## config.mk

```make
export PLATFORM = sky130hd
export DESIGN_NAME = line_coder_top
export DESIGN_NICKNAME = d
export VERILOG_FILES = /design/src/hdl/line_code_pkg.sv /design/src/hdl/enc_5b6b.sv /design/src/hdl/enc_3b4b.sv /design/src/hdl/pipe_reg.sv /design/src/hdl/symbol_encoder.sv /design/src/hdl/line_coder_top.sv
export VERILOG_INCLUDE_DIRS = /design/src /design/src/hdl
export SDC_FILE = /design/constraint.sdc
export NUM_CORES = 1
export LEC_CHECK = 0
export BUFFER_PORTS_ARGS = -buffer_cell sky130_fd_sc_hd__buf_2
export CAP_MARGIN = 20
export CORE_UTILIZATION = 53
export CTS_CLUSTER_DIAMETER = 40
export DETAILED_ROUTE_END_ITERATION = 8
export PLACE_DENSITY = 0.77
export SYNTH_ARGS = -nofsm -noshare
export SYNTH_HDL_FRONTEND = slang
export SYNTH_SLANG_ARGS = --single-unit
```

## constraint.sdc

```tcl
create_clock -name pclk -period 5.3 [get_ports pclk]
set_input_delay 0.265 -clock pclk [delete_from_list [all_inputs] [get_ports pclk]]
set_output_delay 0.265 -clock pclk [all_outputs]
set_load 0.01 [all_outputs]
```

## src/hdl/line_code_consts.svh

```systemverilog
`ifndef LINE_CODE_CONSTS_SVH
`define LINE_CODE_CONSTS_SVH

// Byte and symbol widths
`define LC_DATA_W 8
`define LC_SYM_W  10

// Sub-block split, before and after coding
`define LC_5B_W 5
`define LC_3B_W 3
`define LC_6B_W 6
`define LC_4B_W 4

// Control families, EDCBA values
`define LC_K28 5'd28
`define LC_K23 5'd23
`define LC_K27 5'd27
`define LC_K29 5'd29
`define LC_K30 5'd30

`endif

```

## src/hdl/line_code_pkg.sv

```systemverilog
`include "line_code_consts.svh"

package line_code_pkg;

        // Byte entering the encoder
        typedef struct packed {
                logic [`LC_DATA_W-1:0] data;
                logic                  is_k;
        } byte_word_t;

        // Symbol is abcdei then fghj, a at the MSB and sent first
        typedef struct packed {
                logic [`LC_SYM_W-1:0] symbol;
                logic                 code_err;
        } code_word_t;

        typedef enum logic {
                RD_NEG = 1'b0,
                RD_POS = 1'b1
        } rd_t;

        typedef logic [`LC_6B_W-1:0] sub6_t;
        typedef logic [`LC_4B_W-1:0] sub4_t;

endpackage

```

## src/hdl/enc_5b6b.sv

```systemverilog
`include "line_code_consts.svh"

module enc_5b6b (
        input  logic [`LC_5B_W-1:0]  din,
        output line_code_pkg::sub6_t code,
        output logic                 neutral,
        output logic                 flip_neutral
);

        // 6b codes in RD_NEG form, abcdei
        always_comb begin
                case (din)
                        5'd0:  code = 6'b100111;
                        5'd1:  code = 6'b011101;
                        5'd2:  code = 6'b101101;
                        5'd3:  code = 6'b110001;
                        5'd4:  code = 6'b110101;
                        5'd5:  code = 6'b101001;
                        5'd6:  code = 6'b011001;
                        5'd7:  code = 6'b111000;
                        5'd8:  code = 6'b111001;
                        5'd9:  code = 6'b100101;
                        5'd10: code = 6'b010101;
                        5'd11: code = 6'b110100;
                        5'd12: code = 6'b001101;
                        5'd13: code = 6'b101100;
                        5'd14: code = 6'b011100;
                        5'd15: code = 6'b010111;
                        5'd16: code = 6'b011011;
                        5'd17: code = 6'b100011;
                        5'd18: code = 6'b010011;
                        5'd19: code = 6'b110010;
                        5'd20: code = 6'b001011;
                        5'd21: code = 6'b101010;
                        5'd22: code = 6'b011010;
                        5'd23: code = 6'b111010;
                        5'd24: code = 6'b110011;
                        5'd25: code = 6'b100110;
                        5'd26: code = 6'b010110;
                        5'd27: code = 6'b110110;
                        5'd28: code = 6'b001110;
                        5'd29: code = 6'b101110;
                        5'd30: code = 6'b011110;
                        5'd31: code = 6'b101011;
                endcase
        end

        assign neutral = ($countones(code) == 3);

        // D7 is balanced but still has two forms
        assign flip_neutral = (din == 5'd7);

endmodule

```

## src/hdl/enc_3b4b.sv

```systemverilog
`include "line_code_consts.svh"

module enc_3b4b (
        input  logic [`LC_3B_W-1:0]  din,
        input  line_code_pkg::rd_t   rd_mid,
        input  logic                 use_alt,
        input  logic                 force_flip,
        output line_code_pkg::sub4_t code
);

        line_code_pkg::sub4_t base;
        logic                 flip;

        // fghj in RD_NEG form
        always_comb begin
                case (din)
                        3'd0:    base = 4'b1011;
                        3'd1:    base = 4'b1001;
                        3'd2:    base = 4'b0101;
                        3'd3:    base = 4'b1100;
                        3'd4:    base = 4'b1101;
                        3'd5:    base = 4'b1010;
                        3'd6:    base = 4'b0110;
                        default: base = use_alt ? 4'b0111 : 4'b1110;
                endcase
        end

        // Unbalanced codes and x.3 follow the disparity after the 6b block.
        // Under K28 the other balanced codes invert at RD_NEG instead.
        always_comb begin
                case (din)
                        3'd0, 3'd3, 3'd4, 3'd7: begin
                                flip = (rd_mid == line_code_pkg::RD_POS);
                        end
                        default: begin
                                flip = force_flip && (rd_mid == line_code_pkg::RD_NEG);
                        end
                endcase
        end

        assign code = flip ? ~base : base;

endmodule

```

## src/hdl/pipe_reg.sv

```systemverilog
module pipe_reg #(
        parameter type payload_t = logic
) (
        input  logic     pclk,
        input  logic     rst_n,
        input  logic     in_valid,
        output logic     in_ready,
        input  payload_t in_payload,
        output logic     out_valid,
        input  logic     out_ready,
        output payload_t out_payload
);

        // Free slot, or the held item leaves this cycle
        assign in_ready = !out_valid || out_ready;

        always_ff @(posedge pclk) begin
                if (!rst_n) begin
                        out_valid <= 1'b0;
                end else if (in_ready) begin
                        out_valid <= in_valid;
                end
        end

        always_ff @(posedge pclk) begin
                if (in_valid && in_ready) begin
                        out_payload <= in_payload;
                end
        end

        //////////////////////////////
        // Checks
        //////////////////////////////

        // Stalled item stays put until taken
        assert property (@(posedge pclk) disable iff (!rst_n)
                (out_valid && !out_ready) |=> (out_valid && $stable(out_payload)));

endmodule

```

## src/hdl/symbol_encoder.sv

```systemverilog
`include "line_code_consts.svh"

module symbol_encoder (
        input  logic                      pclk,
        input  logic                      rst_n,
        input  logic                      in_valid,
        output logic                      in_ready,
        input  line_code_pkg::byte_word_t in_byte,
        output logic                      out_valid,
        input  logic                      out_ready,
        output line_code_pkg::code_word_t out_code
);

        logic [`LC_5B_W-1:0]  low5;
        logic [`LC_3B_W-1:0]  high3;
        line_code_pkg::rd_t   rd;
        line_code_pkg::rd_t   rd_mid;
        line_code_pkg::rd_t   rd_next;
        line_code_pkg::sub6_t tbl6;
        line_code_pkg::sub6_t code6;
        line_code_pkg::sub4_t code4;
        logic                 neutral6;
        logic                 flip6;
        logic                 k28;
        logic                 k_alt7;
        logic                 k_legal;
        logic                 use_alt;
        logic [`LC_SYM_W-1:0] symbol;
        logic [3:0]           sym_ones;

        assign in_ready  = out_ready;
        assign out_valid = in_valid;

        assign low5  = in_byte.data[`LC_5B_W-1:0];
        assign high3 = in_byte.data[`LC_DATA_W-1:`LC_5B_W];

        //////////////////////////////
        // Control symbol decode
        //////////////////////////////

        assign k28    = in_byte.is_k && (low5 == `LC_K28);
        assign k_alt7 = in_byte.is_k && (high3 == 3'd7) &&
                        (low5 == `LC_K23 || low5 == `LC_K27 ||
                         low5 == `LC_K29 || low5 == `LC_K30);
        assign k_legal = k28 || k_alt7;

        //////////////////////////////
        // 6b sub-block
        //////////////////////////////

        enc_5b6b u_enc_5b6b (
                .din          (low5),
                .code         (tbl6),
                .neutral      (neutral6),
                .flip_neutral (flip6)
        );

        always_comb begin
                if (k28) begin
                        code6 = (rd == line_code_pkg::RD_NEG) ? 6'b001111 : 6'b110000;
                end else if (rd == line_code_pkg::RD_POS && (!neutral6 || flip6)) begin
                        code6 = ~tbl6;
                end else begin
                        code6 = tbl6;
                end
        end

        // Unbalanced 6b code swaps the disparity
        always_comb begin
                if (k28 || !neutral6) begin
                        rd_mid = (rd == line_code_pkg::RD_NEG) ? line_code_pkg::RD_POS
                                                                : line_code_pkg::RD_NEG;
                end else begin
                        rd_mid = rd;
                end
        end

        //////////////////////////////
        // 4b sub-block
        //////////////////////////////

        // A7 avoids a run of five across the e i f g h boundary
        assign use_alt = k_legal ||
                         (rd_mid == line_code_pkg::RD_NEG &&
                          (low5 == 5'd17 || low5 == 5'd18 || low5 == 5'd20)) ||
                         (rd_mid == line_code_pkg::RD_POS &&
                          (low5 == 5'd11 || low5 == 5'd13 || low5 == 5'd14));

        enc_3b4b u_enc_3b4b (
                .din        (high3),
                .rd_mid     (rd_mid),
                .use_alt    (use_alt),
                .force_flip (k28),
                .code       (code4)
        );

        assign symbol            = {code6, code4};
        assign out_code.symbol   = symbol;
        assign out_code.code_err = in_byte.is_k && !k_legal;

        // Running disparity
        assign sym_ones = 4'($countones(symbol));

        always_comb begin
                if (sym_ones > 4'd5) begin
                        rd_next = line_code_pkg::RD_POS;
                end else if (sym_ones < 4'd5) begin
                        rd_next = line_code_pkg::RD_NEG;
                end else begin
                        rd_next = rd;
                end
        end

        always_ff @(posedge pclk) begin
                if (!rst_n) begin
                        rd <= line_code_pkg::RD_NEG;
                end else if (in_valid && out_ready) begin
                        rd <= rd_next;
                end
        end

        // Symbol weight is 4, 5 or 6 and always pulls back toward zero
        assert property (@(posedge pclk) disable iff (!rst_n)
                (out_valid && out_ready) |->
                        (sym_ones == 4'd5) ||
                        (sym_ones == 4'd6 && rd == line_code_pkg::RD_NEG) ||
                        (sym_ones == 4'd4 && rd == line_code_pkg::RD_POS));

endmodule

```

## src/hdl/line_coder_top.sv

```systemverilog
`include "line_code_consts.svh"

module line_coder_top (
        input  logic                  pclk,
        input  logic                  rst_n,
        input  logic                  in_valid,
        output logic                  in_ready,
        input  logic [`LC_DATA_W-1:0] in_data,
        input  logic                  in_is_k,
        output logic                  out_valid,
        input  logic                  out_ready,
        output logic [`LC_SYM_W-1:0]  out_symbol,
        output logic                  out_code_err
);

        line_code_pkg::byte_word_t in_word;
        line_code_pkg::byte_word_t enc_byte;
        line_code_pkg::code_word_t enc_code;
        line_code_pkg::code_word_t out_word;
        logic                      enc_in_valid;
        logic                      enc_in_ready;
        logic                      enc_out_valid;
        logic                      enc_out_ready;

        assign in_word.data = in_data;
        assign in_word.is_k = in_is_k;

        pipe_reg #(
                .payload_t (line_code_pkg::byte_word_t)
        ) u_in_slice (
                .pclk        (pclk),
                .rst_n       (rst_n),
                .in_valid    (in_valid),
                .in_ready    (in_ready),
                .in_payload  (in_word),
                .out_valid   (enc_in_valid),
                .out_ready   (enc_in_ready),
                .out_payload (enc_byte)
        );

        symbol_encoder u_encoder (
                .pclk      (pclk),
                .rst_n     (rst_n),
                .in_valid  (enc_in_valid),
                .in_ready  (enc_in_ready),
                .in_byte   (enc_byte),
                .out_valid (enc_out_valid),
                .out_ready (enc_out_ready),
                .out_code  (enc_code)
        );

        pipe_reg #(
                .payload_t (line_code_pkg::code_word_t)
        ) u_out_slice (
                .pclk        (pclk),
                .rst_n       (rst_n),
                .in_valid    (enc_out_valid),
                .in_ready    (enc_out_ready),
                .in_payload  (enc_code),
                .out_valid   (out_valid),
                .out_ready   (out_ready),
                .out_payload (out_word)
        );

        assign out_symbol   = out_word.symbol;
        assign out_code_err = out_word.code_err;

endmodule

```

Yosys cells after proc, flatten, opt, wreduce, memory -nomap -nowiden. Memory sizes are Yosys's and may differ from the RTL's. A register that Yosys moved wholly into a read port is not among the register bits. Cells that the tools add are included.

Register bits after elaboration: 23. Memory bits (read-only): 192. Output and inout port bits: 13. Word-level logic and storage cells: 91. Memories: 1.

$add $sub $neg: 14. Order comparisons: 2. Equal/unequal tests: 20. Mux-type cells: 12. Bitwise operators: 3. Reductions and logical operators: 32.

Memory list: (no name shown) (words 32, width 6, rd ports 1, clocked after Yosys merged registers in 1, wr ports 0, line enc_5b6b.sv:12) `case (din)`.

Operators with widths (count): $add A32 B2 Y32 (2); $eq A5 B5 Y1 const B (8); $eq A32 B3 Y1 const B (1); $pmux W4 S7 (1); $mux W6 (3); $add A1 B1 Y2 (8); $add A4 B4 Y4 (4); $eq A5 B4 Y1 const B (3); $logic_or A1 B1 Y1 (14); $eq A3 B3 Y1 const B (4); $logic_and A1 B1 Y1 (10); $mux W4 (2); $eq A3 B2 Y1 const B (2); $not A6 Y6 (1); $eq A5 B3 Y1 const B (1); $mux W1 (5); $mux W5 (1); $gt A4 B3 Y1 const B (1); $logic_not A1 Y1 (4); $lt A4 B3 Y1 const B (1); $not A4 Y4 (1); $reduce_or A4 Y1 (1); $eq A3 B1 Y1 const B (1); $logic_not A3 Y1 (1); other kinds (3) (3).

Depth between registers and ports, before layout. Gate-level depths: netlist of the first run.

Depth in word-level cells: 22. Mapped depth: 24. Mapped depth without buffers: 24.

Cells and area by module. Synthesis of the first run repeated with hierarchy kept, for this count alone.

Cells, all modules: 218. Area, all modules: 2127.0 µm².

Modules (own cells, without submodules): symbol_encoder (times used 1, cells each 85, area each 635.6 µm², seq. area each 20.0 µm²); enc_5b6b (times used 1, cells each 72, area each 554.3 µm², seq. area each 0.0 µm²); pipe_reg (u_out_slice) (times used 1, cells each 16, area each 387.9 µm², seq. area each 350.3 µm²); pipe_reg (u_in_slice) (times used 1, cells each 14, area each 327.8 µm², seq. area each 290.3 µm²); enc_3b4b (times used 1, cells each 31, area each 221.5 µm², seq. area each 0.0 µm²).

Least setup slack after synthesis of the first run. No wires, ideal clock.

Path type: register -> register. Start point: register u_encoder.u_enc_5b6b.code[0] (netlist name). End point: register u_encoder.rd. Setup time: 0.126 ns. Data arrival time: 5.656 ns. Required time: 5.174 ns. Path slack: -0.482 ns. Stages on the path, launching flop included: 24. Buffers on the path: 0. Path through: dfxtp_1 ha_1 inv_1 fa_1 inv_1 fa_1 fa_1 nand3b_1 a311o_1 a31o_1 a31oi_1 a21oi_1 xnor2_1 ha_1 inv_1 fa_1 fa_1 fa_1 fa_1 o22ai_1 o21ai_0 o31ai_1 o21ai_0 a21boi_0.

RTL lines: to (signal assigned) (line symbol_encoder.sv:116) `rd <= line_code_pkg::RD_NEG;`; to (signal assigned) (line symbol_encoder.sv:118) `rd <= rd_next;`; to (decl) (line symbol_encoder.sv:16) `line_code_pkg::rd_t rd;`.

==> results of run 1 <==
[kinds of logic after synthesis]
group | count (synthesis) | share of synthesized area
xor gates and xnor gates | 17 | 0.0698
DFF | 29 | 0.366
buffers and inverters | 36 | 0.0722
muxes | 6 | 0.0387
and+or+nand+nor | 44 | 0.117
adders and majority gates | 24 | 0.172
AOI/OAI and AO/OA | 49 | 0.164
[power by group]
group          total (uW)  internal, uW  leakage (uW)  switching [uW]
Clock                 173          91.1     0.0000399            81.6
Combinational         860           401      0.000728             459
Sequential            296           278      0.000266            18.0
[synthesized netlist by cell type (3+ instances only)]
master	number	share of area
o21ai_0	7	0.016
ha_1	14	0.082
clkbuf_1	5	0.0088
edfxtp_1	20	0.28
nand4_1	3	0.0088
o21ai_1	3	0.0070
nand2_1	6	0.011
fa_1	9	0.085
a21oi_1	12	0.028
nand2b_1	4	0.012
xnor2_1	8	0.033
nor2_1	8	0.014
buf_2	3	0.0070
dfxtp_1	9	0.085
nand3_1	9	0.021
inv_1	24	0.042
xor2_1	9	0.037
o2111ai_1	3	0.012
[registers in the layout (all words and copies together), names as in the netlist]
| register | cells |
|---|---|
| u_in_slice.out_valid | 1 |
| u_in_slice.out_payload | 9 |
| u_out_slice.out_valid | 1 |
| u_encoder.rd | 1 |
| u_out_slice.out_payload | 11 |
| u_encoder.u_enc_5b6b.code | 6 |
[worst max-delay path by stage]
stage | to | slack [ns] | from
2_1_floorplan | u_encoder.rd | -0.29 | u_encoder.u_enc_5b6b.code[0]
3_3_place_gp | u_encoder.rd | -0.35 | u_encoder.u_enc_5b6b.code[0]
3_5_place_dp | u_encoder.rd | -0.54 | u_encoder.u_enc_5b6b.code[1]
4_1_cts | u_encoder.rd | -0.49 | u_encoder.u_enc_5b6b.code[1]
5_1_grt | u_encoder.rd | -0.65 | u_encoder.u_enc_5b6b.code[0]
6_report | u_encoder.rd | -0.47 | u_encoder.u_enc_5b6b.code[1]
[metal layers]
layer | up-vias | track usage
met1 | 749 | 0.246
met4 | 0 | 0.106
met3 | 13 | 0.0486
met5 | - | 0
li1 | 792 | -
met2 | 52 | 0.360
[stage by stage]
stage	cell area (um2)	power, uW	hold WS, ns	std cells
6_report	2440	1330	0.154	287
5_1_grt	2440	1430	0.147	287
4_1_cts	2440	1320	0.153	287
3_5_place_dp	2350	1120	0.445	279
3_3_place_gp	2350	1050	0.441	279
2_1_floorplan	2140	925	0.364	205
[timing repair]
item                       4_1_cts  5_1_grt
setup endpoints to repair        1        1
resized for setup                4        1
pin swaps                        2        0
[area by class of cell]
cell class,instances,share of cell area
clock inverters,1,0.00154
clock buffers,7,0.0313
flip-flops and latches,29,0.320
repair buffers,37,0.0881
multi-input cells,140,0.496
inverters,25,0.0384
well taps,48,0.0246
==> results_dict.tcl, run 1 <==
set metrics [dict create \
    outcome "complete, but fails checks" \
    violations "setup timing" \
    die_w_um 65.4 \
    dieArea_um2 4280 \
    wl_met2_mm 2.02 \
    io_pins 26 \
    cp.depth 23 \
    ys_warn_count 0 \
    relSlewSlack 0.611 \
    fin_ws_ns -0.466 \
    setup_violations 1 \
    rsz0062_at_grt "yes" \
    grt_usage 0.211 \
    clock_latency_ns 0.28 \
    synth_area_um2 2130 \
    fp.dieH_um 65.4 \
    critPathBufInv 3 \
    synth-edff-count 20 \
    regArea_um2 782 \
    syn_inst 205 \
    path_max_fanout 2 \
    cts_tree "built" \
    synth_cell_types 57 \
    htreeDepth 2 \
    clock_path_buffers 2 \
    worstSetupStartpointType "flop" \
    grt_pass1_wl_mm 6.69 \
    crit_type "reg2reg" \
    grt_max_degree 20 \
    timing.rr.start "u_encoder.u_enc_5b6b.code[1]" \
    drv_slew 0 \
    crit_slowest_cell "fa_2" \
    drive_gt1_frac 0.268 \
    crit_required_ns 5.48 \
    synth_area_per_cell_um2 10.4 \
    dr.pass1.iters 4 \
    min_period_ns 5.77 \
    dpl.hpwl_mm 3.13 \
    max_stage_delay_ns 0.56 \
    fin_setup_tns_ns -0.466 \
    core-area_um2 3770 \
    avgRoutedWirePerCell_um 14.2 \
    path_clk_slew_ns 0.06 \
    ir_drop_mv 0.349 \
    overflow 0 \
    min_from "in_is_k" \
    ys_ff_latch 29 \
    final_util 0.648 \
    p_per_area_nw_per_um2 544 \
    cts_sinks 29 \
    p_leak_uw 0.00103 \
    post_drt_via_cell_ratio 5.60 \
    synth_nets 241 \
    hold_viol 0 \
    port_buffers 25 \
    area_growth_syn_to_layout_pct 14.6 \
    endpoint_kind "flop" \
    seq_area_frac_synth 0.366 \
    dr.first_iter.drc_count 86 \
    highest_layer "met4" \
    clockRootBuffer "clkbuf_8" \
    max_freq_ghz 0.173 \
    period_share 1.09 \
    finClkSkew_ns 0.0116 \
    crit_family "adder cells" \
    reg2reg_slack_ns -0.47 \
    synthArstFlopShare 0 \
    r2r-end "u_encoder.rd" \
    drc 0 \
    num_vias 1606 \
    routed_wl_mm 4.07 \
    whs_endpoint "u_in_slice.out_payload[0]" \
    grt_pass1_vias 1507 \
    path_cells "ha_1 > inv_1 > fa_1 > inv_1 > fa_2 > fa_1 > nand3b_1 > a311o_1 > a31o_1 > a31oi_2 > a21oi_1 > xnor2_1 > ha_1 > inv_2 > fa_1 > fa_1 > fa_2 > fa_2 > o22ai_1 > o21ai_1 > o31ai_1 > o21ai_1 > a21boi_1" \
    ant_nets 0 \
    antennaDiodeCount 0 \
    rows 22 \
    cts_post_setup_buffers_inserted 0 \
    hold_path_depth 1 \
    antenna_found_initial 0 \
    min_path_type "in2reg" \
    cts_hold_buf 0 \
    reg2regPathDepth 23 \
    wl_met3_um 189 \
    wl_met1_mm 1.77 \
    cap_viol_max_count 0 \
    cts-buffers-inserted 5 \
    tightest_slew_ns 0.584 \
    place_congestion 0.792 \
    crit_path_frequent_cell "fa_1" \
    fillers 303 \
    final_cell_mix "25 x buf_2, 23 x inv_1, 20 x edfxtp_1" \
    multi_input_area_um2 1210 \
    finalNetCount 274 \
    place_ws_ns -0.543 \
    start_util 0.565 \
    layout_commonest_cell "buf_2" \
    arrival_ns 5.94 \
    ys.flop_type "edfxtp_1" \
]
Power figures use the tool's default switching activity.
==> run 2, diff against run 1 <==
--- a/config.mk
+++ b/config.mk
@@ -8,10 +8,11 @@
 export LEC_CHECK = 0
 export BUFFER_PORTS_ARGS = -buffer_cell sky130_fd_sc_hd__buf_2
 export CAP_MARGIN = 20
-export CORE_UTILIZATION = 53
+export CORE_UTILIZATION = 56
 export CTS_CLUSTER_DIAMETER = 40
 export DETAILED_ROUTE_END_ITERATION = 8
 export PLACE_DENSITY = 0.77
+export SLEW_MARGIN = 15
 export SYNTH_ARGS = -nofsm -noshare
 export SYNTH_HDL_FRONTEND = slang
 export SYNTH_SLANG_ARGS = --single-unit
==> constraint.sdc (replaced) <==
create_clock -name pclk -period 7.45 [get_ports pclk]
set_input_delay 0.3725 -clock pclk [delete_from_list [all_inputs] [get_ports pclk]]
set_output_delay 0.3725 -clock pclk [all_outputs]
set_load 0.01 [all_outputs]
==> results_dict.tcl, run 2 (same netlist as run 1, synthesis figures left out) <==
set metrics [dict create \
    min_path_type "in2reg" \
    crit_slowest_cell "fa_1" \
    dr.first_iter.drc_count 94 \
    crit_path_frequent_cell "fa_1" \
    crit_path_end "u_encoder.rd" \
    crit_type "reg2reg" \
    max_stage_delay_ns 0.52 \
    setup_violations 0 \
    dpl.hpwl_mm 2.96 \
    post_drt_via_cell_ratio 5.69 \
    arrival_ns 6.32 \
    area_growth_syn_to_layout_pct 9.62 \
    cts_hold_buf 0 \
    ir_drop_mv 0.188 \
    timing.rr.start "u_encoder.u_enc_5b6b.code[0]" \
    core-area_um2 3660 \
    io_pins 26 \
    min_period_ns 6.16 \
    worstSetupStartpointType "flop" \
    antennaDiodeCount 0 \
    relSlewSlack 0.600 \
    setup.worst_path.start "u_encoder.u_enc_5b6b.code[0]" \
    max_freq_ghz 0.162 \
    grt_max_degree 20 \
    clock_path_buffers 2 \
    place_congestion 0.804 \
    fp.dieH_um 63.7 \
    endpoint_kind "flop" \
    grt_pass1_vias 1435 \
    rsz0062_at_grt "no" \
    cts_tree "built" \
    placedCellCount 267 \
    final_cell_mix "25 x buf_2, 24 x inv_1, 20 x edfxtp_1" \
    finalNetCount 262 \
    drv_slew 0 \
    path_clk_slew_ns 0.06 \
    r2r-end "u_encoder.rd" \
    cts-buffers-inserted 5 \
    p_leak_uw 0.000979 \
    ant_nets 0 \
    dieArea_um2 4060 \
    start_util 0.582 \
    routed_wl_mm 3.85 \
    cts_resized 0 \
    outcome "finished, final reports clean" \
    drive_gt1_frac 0.203 \
    drc 0 \
    tightest_slew_ns 0.596 \
    antenna_found_initial 0 \
    clock_latency_ns 0.29 \
    path_max_fanout 4 \
    die_w_um 63.7 \
    reg2reg_slack_ns 1.29 \
    cap_viol_max_count 0 \
    clockRootBuffer "clkbuf_8" \
    num_vias 1566 \
    stdcell_count 275 \
    overflow 0 \
    grt_usage 0.214 \
    hold_viol 0 \
    port_buffers 25 \
    period_share 0.827 \
    rows 22 \
    cts_sinks 29 \
    crit_required_ns 7.61 \
    dr.pass1.iters 4 \
    fin_setup_tns_ns 0 \
    top_register "u_out_slice.out_payload" \
    path_cells "ha_1 > inv_1 > fa_1 > inv_1 > fa_1 > fa_1 > nand3b_1 > a311o_1 > a31o_1 > a31oi_1 > a21oi_1 > xnor2_1 > ha_1 > inv_1 > fa_1 > fa_1 > fa_1 > fa_1 > o22ai_1 > o21ai_0 > o31ai_1 > o21ai_0 > a21boi_0" \
    final_util 0.638 \
    p_per_area_nw_per_um2 373 \
    avgRoutedWirePerCell_um 14.0 \
    grt_pass1_wl_mm 6.46 \
    cts_post_setup_buffers_inserted 0 \
    reg2regPathDepth 23 \
    layout_commonest_cell "buf_2" \
    finClkSkew_ns 0.0111 \
    htreeDepth 2 \
    largest_reg_flops 11 \
]
[run 2: cell count changes in the layout (fill, tap and decap cells not counted), moves of 2 or more]
cell,previous run,this run
buf_4,12,0
o21ai_0,5,7
o21ai_1,5,3
fa_2,3,0
fa_1,6,9
[run 2: worst min-delay path by stage]
stage                                      to            startpoint  slack, ns  cells past startpoint
floorplan               u_out_slice.out_valid  u_in_slice.out_valid       0.45                      2
global placement        u_out_slice.out_valid  u_in_slice.out_valid       0.47                      2
detailed placement      u_out_slice.out_valid  u_in_slice.out_valid       0.48                      2
CTS                 u_in_slice.out_payload[8]            in_data[7]       0.25                      1
global route        u_in_slice.out_payload[7]            in_data[6]       0.25                      1
finish              u_in_slice.out_payload[8]            in_data[7]       0.26                      1
[run 2: where the power goes]
group | total [uW] | switching [uW] | internal (uW)
sequential | 211 | 12.9 | 198
clock | 120 | 55.5 | 64.7
combinational | 540 | 295 | 246
[run 2: stage by stage]
stage / setup slack, ns / hold WS (ns) / instance area, um2 / total power, uW
final: 1.29 / 0.258 / 2340 / 871
after global routing: 0.973 / 0.246 / 2340 / 954
after CTS: 1.29 / 0.252 / 2340 / 879
after detailed placement: 1.30 / 0.477 / 2260 / 758
after global placement: 1.55 / 0.472 / 2260 / 717
after floorplan: 1.67 / 0.453 / 2130 / 649
[run 2: cell type report]
cell class,count,area (um2)
inverters,25,93.8
well taps,48,60.1
clock buffers,7,76.3
clock inverters,1,3.75
repair buffers,25,125
multi-input cells,140,1200
flip-flops and latches,29,781
fillers,289,1320
[run 2: per-layer routing]
metal	routed length [um]	track usage	vias up	share of wire
met3	183	0.0652	10	0.048
met4	99	0.0966	0	0.026
met1	1680	0.242	722	0.44
met2	1880	0.368	62	0.49
met5	0	0	-	0
li1	-	-	772	-
[run 2: critical path: cells and delay by family, from the launching register on]
family | cells | cell delay, ns
XOR/XNOR | 1 | 0.22
buffers and inverters | 3 | 0.16
adder cells (fa/ha/maj) | 9 | 3.84
AO/OA/AOI/OAI | 9 | 1.37
flip-flops | 1 | 0.33
AND/OR/NAND/NOR | 1 | 0.13
==> run 3, diff against run 2 <==
--- a/config.mk
+++ b/config.mk
@@ -6,6 +6,7 @@
 export SDC_FILE = /design/constraint.sdc
 export NUM_CORES = 1
 export LEC_CHECK = 0
+export ABC_AREA = 1
 export BUFFER_PORTS_ARGS = -buffer_cell sky130_fd_sc_hd__buf_2
 export CAP_MARGIN = 20
 export CORE_UTILIZATION = 56
==> constraint.sdc (replaced) <==
create_clock -name pclk -period 5.8 [get_ports pclk]
set_input_delay 0.29 -clock pclk [delete_from_list [all_inputs] [get_ports pclk]]
set_output_delay 0.29 -clock pclk [all_outputs]
set_load 0.01 [all_outputs]
==> results_dict.tcl, run 3 <==
set metrics [dict create \
    outcome "finished, final reports clean" \
    place_ws_ns 0.231 \
    synth_common_cells "44 x nand2_1, 43 x inv_1, 22 x nand3_1" \
    synthArstFlopShare 0 \
    synth_xor_area_frac 0.0251 \
    wl_met2_mm 1.68 \
    num_vias 1600 \
    fin_ws_ns 0.339 \
    max_freq_ghz 0.183 \
    synthTopCellsByArea "edfxtp_1 29%, dfxtp_1 8.6%, fa_1 8.6%" \
    core-area_um2 3470 \
    synth_area_um2 2090 \
    htreeDepth 2 \
    finalNetCount 313 \
    clock_latency_ns 0.28 \
    clock_path_buffers 2 \
    drv_slew 0 \
    fp.dieH_um 63.1 \
    placedCellCount 316 \
    highest_layer "met4" \
    period_share 0.942 \
    synth.most_common_cell "nand2_1" \
    cap_viol_max_count 0 \
    post_drt_via_cell_ratio 4.94 \
    io_pins 26 \
    grt_max_degree 14 \
    synth_compound_area_frac 0.120 \
    avgRoutedWirePerCell_um 10.9 \
    drc 0 \
    cts_sinks 29 \
    synth_mux_area_frac 0 \
    path_max_fanout 4 \
    grt_pass1_vias 1509 \
    min_period_ns 5.46 \
    clockRootBuffer "clkbuf_8" \
    synth_area_per_cell_um2 8.46 \
    syn_inst 247 \
    dr.first_iter.drc_count 91 \
    rsz0062_at_grt "no" \
    antenna_found_initial 0 \
    top_register "u_out_slice.out_payload" \
    port_buffers 25 \
    seq_area_frac_synth 0.373 \
    ir_drop_mv 0.214 \
    crit_type "reg2reg" \
    setup_violations 0 \
    grt_usage 0.211 \
    place_congestion 0.874 \
    finClkSkew_ns 0.00446 \
    synth_nets 283 \
    setup.worst_path.start "u_encoder.u_enc_5b6b.code[1]" \
    synth_top_family_by_area "simple AND/OR/NAND/NOR gates" \
    wl_met1_mm 1.66 \
    synth_top_area_frac 0.287 \
    hold_viol 0 \
    dpl.hpwl_mm 2.86 \
    synth_largest_area_cell "edfxtp_1" \
    ys_warn_count 0 \
    regArea_um2 781 \
    fillers 314 \
    antennaDiodeCount 0 \
    overflow 0 \
    min_from "in_data[6]" \
    die_w_um 63.1 \
    relSlewSlack 0.699 \
    layout_commonest_cell "nand2_1" \
    ys.flop_type "edfxtp_1" \
    routed_wl_mm 3.53 \
    start_util 0.603 \
    synth-edff-count 20 \
    area_growth_syn_to_layout_pct 12.8 \
    p_leak_uw 0.00117 \
    multi_input_area_um2 1100 \
    fin_setup_tns_ns 0 \
    cts-buffers-inserted 5 \
    largest_reg_flops 11 \
    synthAdderAreaFrac 0.170 \
    grt_pass1_wl_mm 6.40 \
    dr.pass1.iters 4 \
    ys_ff_latch 29 \
    final_cell_mix "44 x nand2_1, 43 x inv_1, 25 x buf_2" \
    ant_nets 0 \
    power_uw 1050 \
    yosys.area_share.simple 0.212 \
    timing.rr.start "u_encoder.u_enc_5b6b.code[1]" \
    synth_cell_types 34 \
    dieArea_um2 3980 \
    worstSetupStartpointType "flop" \
    min_path_type "in2reg" \
    stdcell_count 324 \
    cts_tree "built" \
    endpoint_kind "flop" \
    p_per_area_nw_per_um2 444 \
    drive_gt1_frac 0.212 \
    path_clk_slew_ns 0.06 \
    rows 21 \
    arrival_ns 5.68 \
    tightest_slew_ns 0.448 \
    wl_met3_um 115 \
    crit_required_ns 6.02 \
]
[run 3: metal layers]
metal	vias to the layer above	global-route usage
met5	-	0
met4	0	0.119
met3	6	0.0417
met2	29	0.355
met1	712	0.249
li1	853	-
[run 3: kinds of logic (layout without fill, tap and decap cells)]
kind of cell | Yosys count | in the layout
XOR/XNOR | 6 | 6
flip-flops | 29 | 29
adder cells (fa/ha/maj) | 23 | 23
AO/OA/AOI/OAI | 42 | 42
AND/OR/NAND/NOR | 95 | 95
buffers and inverters | 52 | 83
[run 3: timing repair]
item / 4_1_cts / 5_1_grt
gates resized for setup: 0 / 1
setup endpoints to repair: 0 / 1
setup buffers: 0 / 0
hold endpoints to repair: 0 / 0
hold buffers: 0 / 0
[run 3: worst paths after layout]
kind / end / slack [ns] / cells past startpoint
worst min-delay path: u_in_slice.out_payload[7] / 0.18 / 1
worst min register to register: u_in_slice.out_valid / 0.51 / 2
worst max register to register: u_encoder.rd / 0.34 / 24
worst max-delay path: u_encoder.rd / 0.34 / 24
[run 3: critical path, stage by stage, from the launching register on]
cell     delay (ns)
dfxtp_1        0.32
ha_1           0.27
inv_1          0.04
fa_1           0.47
inv_1          0.05
fa_1           0.37
fa_1           0.48
nand2_1        0.06
nor2_2         0.17
nand3_1        0.17
nand3_1        0.13
nand3_1        0.10
nand2_2        0.10
nand2_1        0.05
nand2_1        0.05
nand2_1        0.06
ha_1           0.28
inv_1          0.05
fa_1           0.46
fa_1           0.51
fa_1           0.44
fa_1           0.44
o22ai_1        0.13
nand2_1        0.06
a21oi_1        0.13
[run 3: per-stage QoR]
stage | instance area (um2) | hold slack [ns] | util
2_1_floorplan | 2090 | 0.389 | -
3_3_place_gp | 2250 | 0.467 | 0.650
3_5_place_dp | 2250 | 0.468 | 0.650
4_1_cts | 2360 | 0.171 | 0.679
5_1_grt | 2360 | 0.174 | 0.680
6_report | 2360 | 0.179 | 0.680
[run 3: layout make-up]
class / count / area share
Tap cell: 46 / 0.0244
Timing Repair Buffer: 25 / 0.0531
Multi-Input combinational cell: 166 / 0.468
Clock inverter: 1 / 0.00212
Sequential cell: 29 / 0.331
Inverter: 50 / 0.0801
Clock buffer: 7 / 0.0408
[run 3: where the power goes]
group	internal (uW)	switching (uW)
logic	264	332
registers	253	12.9
clock network	107	77.3
total	624	422
